--- src/include/adpcmb_step_table.svh ---
`ifndef ADPCMB_STEP_TABLE_SVH
`define ADPCMB_STEP_TABLE_SVH

// ~~~~~~~~~~~~~~~~~~~~~~~~~~~~~~~~~~~~~~~~~~~~~~~~~~~~~~~~~~~~~~~~~~~~~~~~~~~
// Step adaptation multipliers, in 1/64 units, indexed by code magnitude
// ~~~~~~~~~~~~~~~~~~~~~~~~~~~~~~~~~~~~~~~~~~~~~~~~~~~~~~~~~~~~~~~~~~~~~~~~~~~

localparam logic [7:0] ADPCMB_STEP_MULT [0:7] = '{
    8'd57,      // Small codes shrink the step
    8'd57,
    8'd57,
    8'd57,
    8'd77,      // From here the step grows
    8'd102,
    8'd128,     // Exactly x2
    8'd153
};

`endif

--- src/hdl/adpcmb_codec_pkg.sv ---
package adpcmb_codec_pkg;

    // ~~~~~~~~~~~~~~~~~~~~~~~~~~~~~~~~~~~~~~~~~~~~~~~~~~~~~~~~~~~~~~~~~~~~~~~~~~~
    // Sample and code words
    // ~~~~~~~~~~~~~~~~~~~~~~~~~~~~~~~~~~~~~~~~~~~~~~~~~~~~~~~~~~~~~~~~~~~~~~~~~~~

    typedef logic signed [15:0] pcm_t;          // Decoded 16-bit sample

    typedef struct packed {
        logic       sign;                       // Set means subtract
        logic [2:0] mag;                        // Magnitude, picks multiplier
    } nibble_t;                                 // One ADPCM-B code

    localparam pcm_t PCM_MAX = 16'sh7fff;       // Saturation limits
    localparam pcm_t PCM_MIN = -16'sh8000;

    // ~~~~~~~~~~~~~~~~~~~~~~~~~~~~~~~~~~~~~~~~~~~~~~~~~~~~~~~~~~~~~~~~~~~~~~~~~~~
    // Adaptive step
    // ~~~~~~~~~~~~~~~~~~~~~~~~~~~~~~~~~~~~~~~~~~~~~~~~~~~~~~~~~~~~~~~~~~~~~~~~~~~

    typedef logic [14:0] step_t;                // Unsigned step size

    localparam step_t STEP_MIN = 15'd127;       // Also the start value
    localparam step_t STEP_MAX = 15'd24576;

    // Multipliers are in 1/64 units
    localparam int STEP_FRAC_W = 6;

    // ~~~~~~~~~~~~~~~~~~~~~~~~~~~~~~~~~~~~~~~~~~~~~~~~~~~~~~~~~~~~~~~~~~~~~~~~~~~
    // Interpolation interval
    // ~~~~~~~~~~~~~~~~~~~~~~~~~~~~~~~~~~~~~~~~~~~~~~~~~~~~~~~~~~~~~~~~~~~~~~~~~~~

    typedef logic [3:0] dn_t;                   // Output ticks per sample, 1..15

endpackage

--- src/hdl/adpcmb_ctrl_pkg.sv ---
package adpcmb_ctrl_pkg;

    // ~~~~~~~~~~~~~~~~~~~~~~~~~~~~~~~~~~~~~~~~~~~~~~~~~~~~~~~~~~~~~~~~~~~~~~~~~~~
    // Stage strobes, all one enabled cycle wide
    // ~~~~~~~~~~~~~~~~~~~~~~~~~~~~~~~~~~~~~~~~~~~~~~~~~~~~~~~~~~~~~~~~~~~~~~~~~~~

    typedef struct packed {
        logic                      adv;         // Output side wants a new code
        adpcmb_codec_pkg::nibble_t nibble;      // Code for this advance
    } nib_strobe_t;

    typedef struct packed {
        logic                   stb;            // New decoded sample
        adpcmb_codec_pkg::pcm_t pcm;
    } sample_strobe_t;

    // ~~~~~~~~~~~~~~~~~~~~~~~~~~~~~~~~~~~~~~~~~~~~~~~~~~~~~~~~~~~~~~~~~~~~~~~~~~~
    // Divider request and response
    // ~~~~~~~~~~~~~~~~~~~~~~~~~~~~~~~~~~~~~~~~~~~~~~~~~~~~~~~~~~~~~~~~~~~~~~~~~~~

    typedef struct packed {
        logic        start;                     // Load operands, begin
        logic [15:0] dividend;                  // Unsigned
        logic [15:0] divisor;                   // Never zero
    } div_req_t;

    typedef struct packed {
        logic        done;                      // Quotient valid this cycle
        logic [15:0] quotient;                  // Truncated
    } div_rsp_t;

endpackage

--- src/hdl/adpcmb_decode.sv ---
`timescale 1ns/100ps

module adpcmb_decode (
    input  logic                            clk,
    input  logic                            rst_n,
    input  logic                            cen,     // Internal clock enable
    input  adpcmb_ctrl_pkg::nib_strobe_t    nib_in,  // Code plus advance
    output adpcmb_ctrl_pkg::sample_strobe_t sample   // Decoded sample strobe
);

`include "adpcmb_step_table.svh"

adpcmb_codec_pkg::nibble_t nib_r;    // Code under decode
logic                      go1;      // Code registered
logic                      go2;      // Delta ready
adpcmb_codec_pkg::step_t   step_r;   // Adaptive step
logic [15:0]               diff_r;   // Unsigned delta
logic                      neg_r;    // Delta sign
adpcmb_codec_pkg::pcm_t    acc;      // Predictor, also the output
logic                      stb_r;

logic [18:0]               diff_prod; // (2m+1)*step
logic [22:0]               step_prod; // step*mult
logic [16:0]               step_scl;  // step*mult/64
adpcmb_codec_pkg::step_t   step_nxt;
logic signed [17:0]        sum;       // Room for overflow both ways

// ~~~~~~~~~~~~~~~~~~~~~~~~~~~~~~~~~~~~~~~~~~~~~~~~~~~~~~~~~~~~~~~~~~~~~~~~~~~
// Delta and next step, both from the current step
// ~~~~~~~~~~~~~~~~~~~~~~~~~~~~~~~~~~~~~~~~~~~~~~~~~~~~~~~~~~~~~~~~~~~~~~~~~~~
always_comb begin
    diff_prod = 19'({nib_r.mag, 1'b1}) * 19'(step_r);
    step_prod = 23'(step_r) * 23'(ADPCMB_STEP_MULT[nib_r.mag]);
    step_scl  = step_prod[22:adpcmb_codec_pkg::STEP_FRAC_W];
    if (step_scl < 17'(adpcmb_codec_pkg::STEP_MIN))
        step_nxt = adpcmb_codec_pkg::STEP_MIN;
    else if (step_scl > 17'(adpcmb_codec_pkg::STEP_MAX))
        step_nxt = adpcmb_codec_pkg::STEP_MAX;
    else
        step_nxt = step_scl[14:0];
    sum = neg_r ? {{2{acc[15]}}, acc} - {2'b00, diff_r}   // Sign-extend predictor
                : {{2{acc[15]}}, acc} + {2'b00, diff_r};
end

// Three enabled stages: latch, delta, accumulate
always_ff @(posedge clk) begin
    if (!rst_n) begin
        go1    <= 1'b0;
        go2    <= 1'b0;
        stb_r  <= 1'b0;
        step_r <= adpcmb_codec_pkg::STEP_MIN;   // Start step
        acc    <= '0;
    end else if (cen) begin
        go1   <= nib_in.adv;
        go2   <= go1;
        stb_r <= go2;                           // Two cen after adv
        if (nib_in.adv)
            nib_r <= nib_in.nibble;
        if (go1) begin
            diff_r <= diff_prod[18:3];          // Divide by 8
            neg_r  <= nib_r.sign;
            step_r <= step_nxt;
        end
        if (go2) begin
            if (sum[17:15] == 3'b000 || sum[17:15] == 3'b111)
                acc <= sum[15:0];               // In range
            else
                acc <= sum[17] ? adpcmb_codec_pkg::PCM_MIN : adpcmb_codec_pkg::PCM_MAX;
        end
    end
end

assign sample.stb = stb_r;
assign sample.pcm = acc;

endmodule

--- src/hdl/adpcmb_div.sv ---
`timescale 1ns/100ps

module adpcmb_div #(
    parameter int DIV_W = 16                    // Operand and quotient width
) (
    input  logic                      clk,
    input  logic                      rst_n,
    input  logic                      cen,
    input  adpcmb_ctrl_pkg::div_req_t req,
    output adpcmb_ctrl_pkg::div_rsp_t rsp
);

localparam int CNT_W = $clog2(DIV_W + 1);

logic [DIV_W-1:0] rem;     // Partial remainder
logic [DIV_W-1:0] quo;     // Dividend shifts out, quotient in
logic [DIV_W-1:0] den;     // Divisor held for the run
logic [CNT_W-1:0] cnt;     // Bits left
logic             busy;
logic             done_r;

logic [DIV_W:0]   rem_sh;  // Remainder with next dividend bit
logic [DIV_W:0]   trial;   // Trial subtraction

always_comb begin
    rem_sh = {rem, quo[DIV_W-1]};
    trial  = rem_sh - {1'b0, den};
end

// ~~~~~~~~~~~~~~~~~~~~~~~~~~~~~~~~~~~~~~~~~~~~~~~~~~~~~~~~~~~~~~~~~~~~~~~~~~~
// Restoring loop, one quotient bit per enabled cycle
// ~~~~~~~~~~~~~~~~~~~~~~~~~~~~~~~~~~~~~~~~~~~~~~~~~~~~~~~~~~~~~~~~~~~~~~~~~~~
always_ff @(posedge clk) begin
    if (!rst_n) begin
        busy   <= 1'b0;
        done_r <= 1'b0;
        cnt    <= '0;
    end else if (cen) begin
        done_r <= 1'b0;
        if (req.start) begin
            rem  <= '0;
            quo  <= req.dividend;               // Load cycle, no bit yet
            den  <= req.divisor;
            cnt  <= CNT_W'(DIV_W);
            busy <= 1'b1;
        end else if (busy) begin
            if (trial[DIV_W]) begin             // Borrow, keep remainder
                rem <= rem_sh[DIV_W-1:0];
                quo <= {quo[DIV_W-2:0], 1'b0};
            end else begin
                rem <= trial[DIV_W-1:0];
                quo <= {quo[DIV_W-2:0], 1'b1};
            end
            cnt <= cnt - 1'b1;
            if (cnt == CNT_W'(1)) begin         // Last bit, 17 cen after start
                busy   <= 1'b0;
                done_r <= 1'b1;
            end
        end
    end
end

assign rsp.done     = done_r;
assign rsp.quotient = quo;

endmodule

--- src/hdl/adpcmb_interp.sv ---
`timescale 1ns/100ps

module adpcmb_interp #(
    parameter int DIV_W = 16                    // Slope width
) (
    input  logic                            clk,
    input  logic                            rst_n,
    input  logic                            cen,      // Internal clock enable
    input  logic                            cen_out,  // Output rate enable within cen
    input  logic                            adv,      // Valid with cen_out only
    input  adpcmb_ctrl_pkg::sample_strobe_t sample,
    output adpcmb_ctrl_pkg::div_req_t       div_req,
    input  adpcmb_ctrl_pkg::div_rsp_t       div_rsp,
    output adpcmb_codec_pkg::pcm_t          pcm_out
);

localparam int DN_W = $bits(adpcmb_codec_pkg::dn_t);

adpcmb_codec_pkg::dn_t  pre_dn;      // Running tick count
adpcmb_codec_pkg::dn_t  deltan;      // Count captured on adv
adpcmb_codec_pkg::pcm_t pcm_last;    // Newest decoded sample
adpcmb_codec_pkg::pcm_t pcm_prev;    // The one before
logic                   lat_go;      // Samples just moved
logic                   dx_go;       // Difference ready
logic signed [16:0]     pre_dx;      // Newest minus previous
logic [15:0]            dx_mag;
logic                   start_r;
logic [DIV_W-1:0]       dividend_r;
logic [DIV_W-1:0]       divisor_r;
logic                   next_sign;   // Sign for the pending slope
logic [DIV_W-1:0]       next_step;   // Quotient waiting for adv
logic                   step_sign;
logic [DIV_W-1:0]       step;        // Active slope
adpcmb_codec_pkg::pcm_t pcm_r;

assign dx_mag = pre_dx[16] ? 16'(-pre_dx) : 16'(pre_dx);   // At most 65535

// ~~~~~~~~~~~~~~~~~~~~~~~~~~~~~~~~~~~~~~~~~~~~~~~~~~~~~~~~~~~~~~~~~~~~~~~~~~~
// Slope pipeline at the internal rate
// ~~~~~~~~~~~~~~~~~~~~~~~~~~~~~~~~~~~~~~~~~~~~~~~~~~~~~~~~~~~~~~~~~~~~~~~~~~~
always_ff @(posedge clk) begin
    if (!rst_n) begin
        lat_go    <= 1'b0;
        dx_go     <= 1'b0;
        start_r   <= 1'b0;
        pcm_last  <= '0;
        pcm_prev  <= '0;
        next_sign <= 1'b0;
        next_step <= '0;
    end else if (cen) begin
        lat_go  <= sample.stb;
        dx_go   <= lat_go;
        start_r <= dx_go;
        if (sample.stb) begin                   // Shift sample history
            pcm_prev <= pcm_last;
            pcm_last <= sample.pcm;
        end
        if (lat_go)
            pre_dx <= {pcm_last[15], pcm_last} - {pcm_prev[15], pcm_prev};
        if (dx_go) begin                        // Operands for the divider
            dividend_r <= dx_mag[DIV_W-1:0];
            divisor_r  <= {{(DIV_W-DN_W){1'b0}}, deltan};
            next_sign  <= pre_dx[16];
        end
        if (div_rsp.done)
            next_step <= div_rsp.quotient;      // Held until next adv
    end
end

// ~~~~~~~~~~~~~~~~~~~~~~~~~~~~~~~~~~~~~~~~~~~~~~~~~~~~~~~~~~~~~~~~~~~~~~~~~~~
// Interval count and ramp at the output rate
// ~~~~~~~~~~~~~~~~~~~~~~~~~~~~~~~~~~~~~~~~~~~~~~~~~~~~~~~~~~~~~~~~~~~~~~~~~~~
always_ff @(posedge clk) begin
    if (!rst_n) begin
        pre_dn    <= adpcmb_codec_pkg::dn_t'(1);
        deltan    <= adpcmb_codec_pkg::dn_t'(1);   // Never divide by zero
        step      <= '0;
        step_sign <= 1'b0;
        pcm_r     <= '0;
    end else if (cen_out) begin
        if (adv) begin
            pre_dn    <= adpcmb_codec_pkg::dn_t'(1);
            deltan    <= pre_dn;                // Includes this adv
            step      <= next_step;
            step_sign <= next_sign;
            pcm_r     <= pcm_last;              // Restart ramp from newest sample
        end else begin
            pre_dn <= pre_dn + 1'b1;
            pcm_r  <= step_sign ? pcm_r - adpcmb_codec_pkg::pcm_t'(step)
                                : pcm_r + adpcmb_codec_pkg::pcm_t'(step);   // Wraps
        end
    end
end

assign div_req.start    = start_r;
assign div_req.dividend = dividend_r;
assign div_req.divisor  = divisor_r;
assign pcm_out          = pcm_r;

endmodule

--- src/hdl/adpcmb_top.sv ---
`timescale 1ns/100ps

module adpcmb_top #(
    parameter int DIV_W = 16                     // Divider and slope width
) (
    input  logic                         clk,
    input  logic                         rst_n,
    input  logic                         cen,      // Internal clock enable
    input  logic                         cen_out,  // Output rate enable
    input  adpcmb_ctrl_pkg::nib_strobe_t nib_in,   // Code plus advance
    output adpcmb_codec_pkg::pcm_t       pcm_out   // Interpolated output
);

adpcmb_ctrl_pkg::sample_strobe_t sample;   // Decode to interpolator
adpcmb_ctrl_pkg::div_req_t       div_req;  // Interpolator to divider
adpcmb_ctrl_pkg::div_rsp_t       div_rsp;  // Divider back

// ~~~~~~~~~~~~~~~~~~~~~~~~~~~~~~~~~~~~~~~~~~~~~~~~~~~~~~~~~~~~~~~~~~~~~~~~~~~
// Decode, interpolate, divide
// ~~~~~~~~~~~~~~~~~~~~~~~~~~~~~~~~~~~~~~~~~~~~~~~~~~~~~~~~~~~~~~~~~~~~~~~~~~~
adpcmb_decode u_decode (
    .clk     ( clk     ),
    .rst_n   ( rst_n   ),
    .cen     ( cen     ),
    .nib_in  ( nib_in  ),
    .sample  ( sample  )
);

adpcmb_interp #(
    .DIV_W   ( DIV_W   )
) u_interp (
    .clk     ( clk        ),
    .rst_n   ( rst_n      ),
    .cen     ( cen        ),
    .cen_out ( cen_out    ),
    .adv     ( nib_in.adv ),   // Same strobe starts decode and ramp
    .sample  ( sample     ),
    .div_req ( div_req    ),
    .div_rsp ( div_rsp    ),
    .pcm_out ( pcm_out    )
);

// Slope divider, one bit per cen
adpcmb_div #(
    .DIV_W   ( DIV_W   )
) u_div (
    .clk     ( clk     ),
    .rst_n   ( rst_n   ),
    .cen     ( cen     ),
    .req     ( div_req ),
    .rsp     ( div_rsp )
);

endmodule

--- config.mk ---
export PLATFORM = sky130hd
export DESIGN_NAME = adpcmb_top
export DESIGN_NICKNAME = d
export VERILOG_FILES = /design/src/hdl/adpcmb_codec_pkg.sv /design/src/hdl/adpcmb_ctrl_pkg.sv /design/src/hdl/adpcmb_decode.sv /design/src/hdl/adpcmb_div.sv /design/src/hdl/adpcmb_interp.sv /design/src/hdl/adpcmb_top.sv
export VERILOG_INCLUDE_DIRS = /design/src /design/src/include
export SDC_FILE = /design/constraint.sdc
export NUM_CORES = 1
export LEC_CHECK = 0
export BUFFER_PORTS_ARGS = -buffer_cell sky130_fd_sc_hd__buf_4
export CORE_MARGIN = 4
export CORE_UTILIZATION = 32
export DETAILED_ROUTE_END_ITERATION = 8
export PLACE_DENSITY = 0.57
export SETUP_SLACK_MARGIN = 0.15
export SLEW_MARGIN = 10
export SYNTH_ARGS = -nofsm -noshare
export SYNTH_HDL_FRONTEND = slang
export SYNTH_SLANG_ARGS = --single-unit
--- constraint.sdc ---
create_clock -name clk -period 10.5 [get_ports clk]
set_clock_uncertainty 0.2 [all_clocks]
set_input_delay 1.575 -clock clk [delete_from_list [all_inputs] [get_ports clk]]
set_output_delay 1.575 -clock clk [all_outputs]
set_load 0.02 [all_outputs]
==> flow_metrics.tcl, run 1 <==
set metrics [dict create \
    outcome "finished clean" \
    postSynthAreaPerCell_um2 8.99 \
    p_int_mw 2.86 \
    routed.top_layer "met5" \
    n_antenna_cell 0 \
    crit_arrival_ns 8.35 \
    p_comb_frac 0.615 \
    ctsHtreeMaxLevel 1 \
    num_vias 12600 \
    worstReg2RegEnd "u_decode.step_r[1]" \
    hold_start "u_decode.nib_r[3]" \
    ios 25 \
    seq_area_um2 5510 \
    required_ns 10.79 \
    rsz0062_at_grt "no" \
    clockBufferDepth 3 \
    die_h_um 238 \
    synth_top_area_share 0.166 \
    p_switching_mw 2.31 \
    drv_slew 0 \
    clock_sinks 228 \
    cts_buffers 27 \
    multi_input_area_um2 10400 \
    post-route-period-util 0.768 \
    drv_cap 0 \
    hold_buffers 0 \
    rows 84 \
    p_clk_frac 0.180 \
    wire_per_inst_um 15.2 \
    ys_seq_elements 228 \
    portBuffers 24 \
    top_register "u_interp.pre_dx" \
    hold_path_end "u_decode.neg_r" \
    synth.most_common_cell "nand2_1" \
    grt_pass1_vias 12500 \
    syn_inst 1889 \
    initial_core_util 0.323 \
    relSlewSlack 0.221 \
    largest_reg_flops 17 \
    syn-cell-area_um2 17000 \
    dr_wl_met2_um 19200 \
    globalplace.congestion 0.873 \
    r2r_cells 22 \
    cts_setup_buffers 0 \
    grt_max_degree 69 \
    leakage_nw 7.64 \
    sw_frac_of_total 0.447 \
    synth-edff-count 94 \
    fillers 5329 \
    p_per_area_nw_per_um2 277 \
    cts_root_buf "clkbuf_16" \
    antenna_found_initial 2 \
    ys_seq_area_frac 0.324 \
    viasPerCell 4.89 \
    path_clk_slew_ns 0.06 \
    tritoncts "yes" \
    core_area_um2 52600 \
    cp-start-kind "flop" \
    fin_crit_ns 8.06 \
    grt_usage 0.135 \
    antenna_left 0 \
    drive_gt1_frac 0.0522 \
    wl_um 39200 \
    yosys.area.top_type "edfxtp_1" \
    dieArea_um2 56800 \
    drc_errors 0 \
    hold_viol_final 0 \
    drt_iter0_markers 706 \
    syn-num-nets 2126 \
    holdWs_ns 0.218 \
    met3_length_um 1150 \
    hold_path_depth 0 \
    final-setup-viol-count 0 \
    synth_warnings 0 \
    worst_slew_pin_slew_ns 1.17 \
    grt-ovfl-total 0 \
    ys_types 74 \
    irDropWorstVdd_uv 480 \
    path_max_fanout 30 \
    hp-class "reg2reg" \
    post_cts_resized 0 \
    synthTopCellsByArea "edfxtp_1 (17%), dfxtp_1 (16%), fa_1 (12%), ha_1 (9.1%), nand2_1 (6.1%)" \
    setup_ws_ns 2.44 \
    clock_latency_ns 0.56 \
    crit_path_end_kind "flop" \
    crit_type "reg2reg" \
    pwr-share-seq 0.205 \
    fp.dieW_um 238 \
    max_clock_freq_mhz 124 \
    area_delta_synth_final_pct 9.93 \
    fin_nets 2113 \
    hpwl_um 30400 \
    synthTopCellsByCount "nand2_1 (277), inv_1 (202), dfxtp_1 (134)" \
    fin_tns_setup_ns 0 \
    reg2reg_from "u_decode.nib_r[1]" \
    async_reset_ff_frac 0 \
    ys.flop_type "dfxtp_1" \
    grt_pass1_wl_um 64000 \
    wl_met1_um 18300 \
    dp_slack_ns 2.47 \
    firstDrtPassIters 5 \
    r2r_slack_ns 2.44 \
]
[how the worst max path moves through the flow]
stage,from,end,slack [ns]
6_report,u_decode.nib_r[1],u_decode.step_r[1],2.44
5_1_grt,u_decode.nib_r[1],u_decode.step_r[1],1.75
4_1_cts,u_decode.nib_r[1],u_decode.step_r[1],2.49
3_5_place_dp,u_decode.nib_r[1],u_decode.step_r[1],2.47
3_3_place_gp,u_decode.nib_r[1],u_decode.step_r[12],2.67
2_1_floorplan,u_decode.nib_r[1],u_decode.step_r[7],3.54
[per-layer routing]
layer,up-vias,track usage
li1,6341,-
met1,6090,0.179
met2,156,0.239
met3,41,0.0164
met4,2,0.0271
met5,-,0
[critical path: stages, from the launching register on]
cell      delay [ns]
edfxtp_1        0.33
buf_4           0.29
clkinv_1        0.46
ha_1            0.55
or2b_1          0.49
and2_1          0.26
fa_1            0.48
fa_1            0.52
fa_1            0.55
inv_1           0.06
fa_1            0.53
inv_1           0.04
ha_1            0.41
a21oi_2         0.19
o21ai_1         0.12
a221oi_1        0.32
a21o_2          0.25
o211a_1         0.26
xnor2_1         0.11
or4_4           0.55
a211oi_2        0.58
o311ai_0        0.26
a21oi_1         0.19
[power by group through the flow]
stage	Sequential, mW	Combinational (mW)	Clock, mW
finish	1.06	3.18	0.931
global placement	1.08	3.15	0
CTS	1.06	3.19	0.962
floorplan	1.04	2.54	0
detailed placement	1.08	3.17	0
global route	1.06	3.64	0.997
[kinds of logic after synthesis]
logic type	Yosys count	synth area share
xor gates and xnor gates	120	0.0619
DFF	228	0.324
AOI/OAI and AO/OA	355	0.141
adders and majority gates	228	0.214
and+or+nand+nor	656	0.180
muxes	26	0.0164
buffers and inverters	276	0.0622
[per-stage QoR]
step                instances  area [um2]  utilization  total power, mW
floorplan                1889       17000            -             3.58
global placement         2535       17800        0.338             4.23
detailed placement       2535       17800        0.338             4.25
CTS                      2585       18700        0.355             5.22
global route             2585       18700        0.355             5.70
finish                   2585       18700        0.355             5.17
[cells in the final DEF, fill, tap and decap left out, types with 8 or more instances in the layout]
master / netlist / layout
a21boi_0: 84 / 84
nand3_1: 32 / 32
clkinv_2: 0 / 8
o21a_1: 11 / 11
and2_1: 58 / 58
fa_1: 105 / 105
ha_1: 123 / 123
nor4_1: 9 / 9
nor2_1: 128 / 128
a21o_1: 19 / 19
nand2b_1: 24 / 24
xor2_1: 28 / 28
and3_1: 14 / 14
a211oi_1: 16 / 16
edfxtp_1: 94 / 94
clkbuf_16: 0 / 27
mux2_2: 15 / 15
o211a_1: 11 / 11
or3_1: 10 / 10
o21ai_0: 56 / 56
buf_4: 2 / 30
dfxtp_1: 134 / 134
o21bai_1: 9 / 9
nor2b_1: 17 / 17
nor3_1: 53 / 53
xnor2_1: 92 / 92
nand2_1: 277 / 277
o31ai_1: 9 / 9
a21oi_1: 80 / 80
a31oi_1: 10 / 10
inv_1: 202 / 202
mux2i_1: 11 / 11
[area by class of cell]
type / instances / area share
Timing Repair Buffer: 30 / 0.0121
Sequential cell: 228 / 0.295
Clock buffer: 29 / 0.0366
Multi-Input combinational cell: 1385 / 0.558
Inverter: 204 / 0.0410
Clock inverter: 21 / 0.0111
Tap cell: 688 / 0.0461
(Power assumes the default switching activity.)
==> run 2, diff against run 1 <==
==> constraint.sdc (replaced) <==
create_clock -name clk -period 7.7 [get_ports clk]
set_clock_uncertainty 0.2 [all_clocks]
set_input_delay 1.155 -clock clk [delete_from_list [all_inputs] [get_ports clk]]
set_output_delay 1.155 -clock clk [all_outputs]
set_load 0.02 [all_outputs]
==> run 2 against run 1 <==
  * Non-clock buffer count increased by 16
  * Cell count increased by 0.66%
  * Critical path depth rose by 2
  * Worst hold slack improved by 0.0071 ns
  * First-iteration DRC count is 6.8% lower
  * Cell area grew 0.77%
  * Fmax up 12%
  * Via count is 1.1% higher
==> flow_metrics.tcl, run 2 (synthesis results as in run 1) <==
set metrics [dict create \
    hold_start "u_decode.nib_r[3]" \
    worst_slew_pin_slew_ns 1.19 \
    antenna_left 0 \
    largest_reg_flops 17 \
    fin_tns_setup_ns 0 \
    wire_per_inst_um 15.4 \
    cp-start-kind "flop" \
    post_cts_resized 0 \
    tritoncts "yes" \
    irDropWorstVdd_uv 1310 \
    top_register "u_interp.pre_dx" \
    path_clk_slew_ns 0.06 \
    grt_usage 0.140 \
    clock_sinks 228 \
    clockBufferDepth 3 \
    initial_core_util 0.323 \
    total_power_mw 7.14 \
    num_vias 12800 \
    leakage_nw 7.72 \
    dr_wl_met2_um 19100 \
    final_common_cell "nand2_1" \
    wl_met1_um 18900 \
    portBuffers 24 \
    die_h_um 238 \
    clock_latency_ns 0.56 \
    routed.top_layer "met4" \
    drt_iter0_markers 658 \
    r2r_slack_ns 0.49 \
    final_area_um2 18800 \
    grt-ovfl-total 0 \
    r2r_cells 24 \
    firstDrtPassIters 5 \
    rows 84 \
    hold_buffers 0 \
    drive_gt1_frac 0.0585 \
    dieArea_um2 56800 \
    outcome "finished clean" \
    antenna_found_initial 0 \
    max_clock_freq_mhz 139 \
    drc_errors 0 \
    path_cells "clkinv_1, ha_1, nand2b_1, nand2_1, inv_1, fa_1, inv_1, fa_1, inv_1, fa_1, inv_1, fa_1, inv_1, ha_1, and2_1, a31o_2, o21ai_1, a21o_2, o211a_1, xnor2_1, or4_4, or2_0, o31a_2, a32o_1" \
    fin_crit_ns 7.21 \
    relSlewSlack 0.192 \
    path_max_fanout 13 \
    met3_length_um 1300 \
    grt_max_degree 77 \
    crit_path_frequent_cell "inv_1" \
    worstReg2RegEnd "u_decode.step_r[10]" \
    required_ns 7.95 \
    cts_buffers 28 \
    cp_slowest_stage_delay_ns 0.55 \
    crit_type "reg2reg" \
    ctsHtreeMaxLevel 1 \
    hp-class "reg2reg" \
    reg2reg_from "u_decode.nib_r[1]" \
    area_delta_synth_final_pct 10.8 \
    fp.dieW_um 238 \
    cts_setup_buffers 0 \
    core_area_um2 52600 \
    n_antenna_cell 0 \
    ios 25 \
    hold_path_depth 0 \
    placed_area_um2 17900 \
    crit_start "u_decode.nib_r[1]" \
    rsz0062_at_grt "no" \
    final-setup-viol-count 0 \
    utilization 0.358 \
    crit_path_end_kind "flop" \
    fin_nets 2130 \
    grt_pass1_wl_um 66500 \
    grt_pass1_vias 12800 \
    cp_slowest_cell "or4_4" \
    p_per_area_nw_per_um2 379 \
    viasPerCell 4.91 \
    cts_root_buf "clkbuf_16" \
    final_cell_mix "nand2_1 (276), inv_1 (202), dfxtp_1 (134), nor2_1 (128), ha_1 (123)" \
    post-route-period-util 0.936 \
    wl_um 40200 \
    hold_viol_final 0 \
    crit_arrival_ns 7.45 \
    globalplace.congestion 0.903 \
    hpwl_um 30900 \
    drv_slew 0 \
    hold_path_end "u_decode.neg_r" \
    drv_cap 0 \
]
## run 2: changes by cell type in the layout (fill, tap and decap cells not counted), moves of 3 or more
cell and delta:
clkinv_2 -6, clkbuf_8 +3, clkinv_1 -4, buf_4 +16, clkbuf_1 +10
## run 2: metal layers
metal / track usage / vias to the layer above
li1: - / 6387
met1: 0.189 / 6162
met2: 0.240 / 170
met3: 0.0176 / 53
met4: 0.0338 / 0
met5: 0 / -
## run 2: area by class of cell
class / instances / area, um2
Tap cell: 688 / 861
Multi-Input combinational cell: 1385 / 10400
Inverter: 204 / 766
Sequential cell: 228 / 5510
Clock buffer: 43 / 787
Clock inverter: 8 / 123
Fill cell: 5363 / 33700
Timing Repair Buffer: 46 / 345
## run 2: stage by stage
| stage | hold slack, ns | std cells | setup slack [ns] |
|---|---|---|---|
| after floorplan | 0.200 | 1889 | 0.740 |
| after global placement | 0.203 | 2551 | 0.640 |
| after detailed placement | 0.206 | 2551 | 0.485 |
| after CTS | 0.224 | 2602 | 0.438 |
| after global routing | 0.235 | 2602 | 0.200 |
| final | 0.225 | 2602 | 0.492 |
## run 2: critical path, delay by kind of cell, from the launching register on
| family | cells | cell delay, ns |
|---|---|---|
| fa+ha+maj | 6 | 2.70 |
| compound gates | 6 | 1.71 |
| simple gates | 5 | 1.53 |
| flops | 1 | 0.44 |
| buf+inv | 6 | 0.40 |
| xor+xnor | 1 | 0.11 |
## run 2: power by group
group / internal (mW) / total (mW) / switching (mW)
combinational: 1.83 / 4.44 / 2.62
clock: 0.772 / 1.29 / 0.519
sequential: 1.35 / 1.40 / 0.0520
total: 3.95 / 7.14 / 3.19
## run 2: worst max path at each step
stage | to | slack, ns | depth (start not counted)
2_1_floorplan | u_decode.step_r[7] | 0.74 | 26
3_3_place_gp | u_decode.step_r[10] | 0.64 | 24
3_5_place_dp | u_decode.step_r[10] | 0.49 | 22
4_1_cts | u_decode.step_r[10] | 0.44 | 22
5_1_grt | u_decode.step_r[10] | 0.20 | 24
6_report | u_decode.step_r[10] | 0.49 | 24
==> run 3, diff against run 2 <==
--- a/config.mk
+++ b/config.mk
@@ -7,7 +7,7 @@
 export NUM_CORES = 1
 export LEC_CHECK = 0
 export BUFFER_PORTS_ARGS = -buffer_cell sky130_fd_sc_hd__buf_4
-export CORE_MARGIN = 4
+export CORE_MARGIN = 10
 export CORE_UTILIZATION = 32
 export DETAILED_ROUTE_END_ITERATION = 8
 export PLACE_DENSITY = 0.57
==> run 3 against run 2 <==
  * Critical endpoint is now u_decode.step_r[12]
  * Critical path depth unchanged
  * Cell area down 0.22%
  * Largest power group unchanged
  * Global-route usage down 1.6 points
  * Highest routed layer is now met5
  * Count of clock-buffer cells in the layout down 7
==> flow_metrics.tcl, run 3 (synthesis results as in run 1) <==
set metrics [dict create \
    drv_slew 0 \
    relSlewSlack 0.214 \
    drc_errors 0 \
    wire_per_inst_um 15.3 \
    crit_path_frequent_cell "inv_1" \
    num_vias 12900 \
    largest_reg_flops 17 \
    worst_slew_pin_slew_ns 1.18 \
    outcome "finished clean" \
    clock_sinks 228 \
    multi_input_area_um2 10400 \
    final_common_cell "nand2_1" \
    cp_slowest_stage_delay_ns 0.55 \
    final-setup-viol-count 0 \
    p_per_area_nw_per_um2 375 \
    crit_arrival_ns 7.48 \
    viasPerCell 4.93 \
    die_h_um 250 \
    clock_latency_ns 0.56 \
    drt_iter0_markers 667 \
    grt_usage 0.124 \
    timing.critical_path.buf_inv 6 \
    hold_buffers 0 \
    numPlacedInstances 2551 \
    initial_core_util 0.323 \
    cp_slowest_cell "or4_4" \
    cts_buffers 27 \
    required_ns 7.95 \
    grt_pass1_vias 12600 \
    antenna_found_initial 1 \
    cts_root_buf "clkbuf_16" \
    ios 25 \
    fillers 5383 \
    top_register "u_interp.pre_dx" \
    path_clk_slew_ns 0.06 \
    fin_crit_ns 7.23 \
    dieArea_um2 62700 \
    grt_max_degree 77 \
    path_cells "clkinv_1, ha_1, nand2b_1, nand2_1, inv_1, fa_1, inv_1, fa_1, inv_1, fa_1, inv_1, fa_1, inv_1, ha_1, and2_1, a31o_2, o21ai_1, a21o_2, o211a_1, xnor2_1, or4_4, or2_0, o31a_1, a32o_1" \
    post-route-period-util 0.939 \
    path_max_fanout 13 \
    core_area_um2 52600 \
    rsz0062_at_grt "no" \
    fin_tns_setup_ns 0 \
    irDropWorstVdd_uv 856 \
    crit_type "reg2reg" \
    utilization 0.357 \
    drive_gt1_frac 0.0600 \
    final_cell_mix "nand2_1 (277), inv_1 (202), dfxtp_1 (134), nor2_1 (128), ha_1 (123)" \
    r2r_slack_ns 0.47 \
    crit_path_end_kind "flop" \
    rows 84 \
    final_area_um2 18800 \
    max_clock_freq_mhz 138 \
    firstDrtPassIters 5 \
    hp-class "reg2reg" \
    area_delta_synth_final_pct 10.5 \
    fp.dieW_um 250 \
    portBuffers 24 \
    antenna_left 0 \
    fin_cells 2607 \
    drv_cap 0 \
    cp-start-kind "flop" \
    clockBufferDepth 3 \
    placed_area_um2 17900 \
    globalplace.congestion 0.879 \
    hold_viol_final 0 \
    fin_nets 2135 \
    wl_um 40000 \
    ctsHtreeMaxLevel 1 \
    hpwl_um 30800 \
    seq_area_um2 5510 \
    tritoncts "yes" \
    grt_pass1_wl_um 65300 \
    cp_top_family "adder cells" \
    leakage_nw 7.72 \
    grt-ovfl-total 0 \
]
run 3: cell count changes in the layout (fill, tap and decap cells not counted), moves of 2 or more:
cell      delta
buf_4        +5
clkbuf_1     -4
clkbuf_8     -2
clkinv_1     +5
clkinv_2     +2
run 3: where the power goes:
group	internal (mW)	switching, mW	total [mW]
registers	1.35	0.0508	1.40
logic	1.83	2.61	4.44
clock network	0.690	0.510	1.20
total	3.87	3.17	7.04
run 3: worst reg2reg max path, cell delays in order (launching register included):
cell	delay (ns)
edfxtp_1	0.49
clkinv_1	0.14
ha_1	0.31
nand2b_1	0.32
nand2_1	0.22
inv_1	0.07
fa_1	0.48
inv_1	0.05
fa_1	0.47
inv_1	0.07
fa_1	0.54
inv_1	0.06
fa_1	0.53
inv_1	0.04
ha_1	0.35
and2_1	0.21
a31o_2	0.24
o21ai_1	0.21
a21o_2	0.23
o211a_1	0.26
xnor2_1	0.12
or4_4	0.55
or2_0	0.23
o31a_1	0.44
a32o_1	0.31
run 3: routing by layer:
metal	wire length [um]	track usage
met1	18600	0.162
met4	1010	0.0387
met2	18800	0.211
met3	1490	0.0142
met5	13	0
run 3: repair_timing:
action,in CTS,in global routing
resized for setup,0,1
setup endpoints to repair,0,13
setup buffers,0,6
run 3: worst paths after layout:
kind / start / end / cells after the start
setup / recovery: u_decode.nib_r[1] / u_decode.step_r[12] / 24
hold / removal: u_decode.nib_r[3] / u_decode.neg_r / 0
setup reg to reg: u_decode.nib_r[1] / u_decode.step_r[12] / 24
hold reg to reg: u_decode.nib_r[3] / u_decode.neg_r / 0
run 3: final cells by class:
cell class                      count  area share
Antenna cell                        1    0.000133
Clock buffer                       36      0.0383
Clock inverter                     13     0.00553
Inverter                          204      0.0408
Multi-Input combinational cell   1385       0.555
Sequential cell                   228       0.293
Tap cell                          688      0.0459
Timing Repair Buffer               52      0.0207
run 3: metrics by stage:
| stage | setup slack (ns) | total power, mW | hold slack [ns] |
|---|---|---|---|
| floorplan | 0.740 | 4.88 | 0.200 |
| global placement | 0.419 | 5.83 | 0.205 |
| detailed placement | 0.299 | 5.87 | 0.206 |
| CTS | 0.304 | 7.10 | 0.219 |
| global route | 0.172 | 7.73 | 0.230 |
| finish | 0.470 | 7.04 | 0.219 |
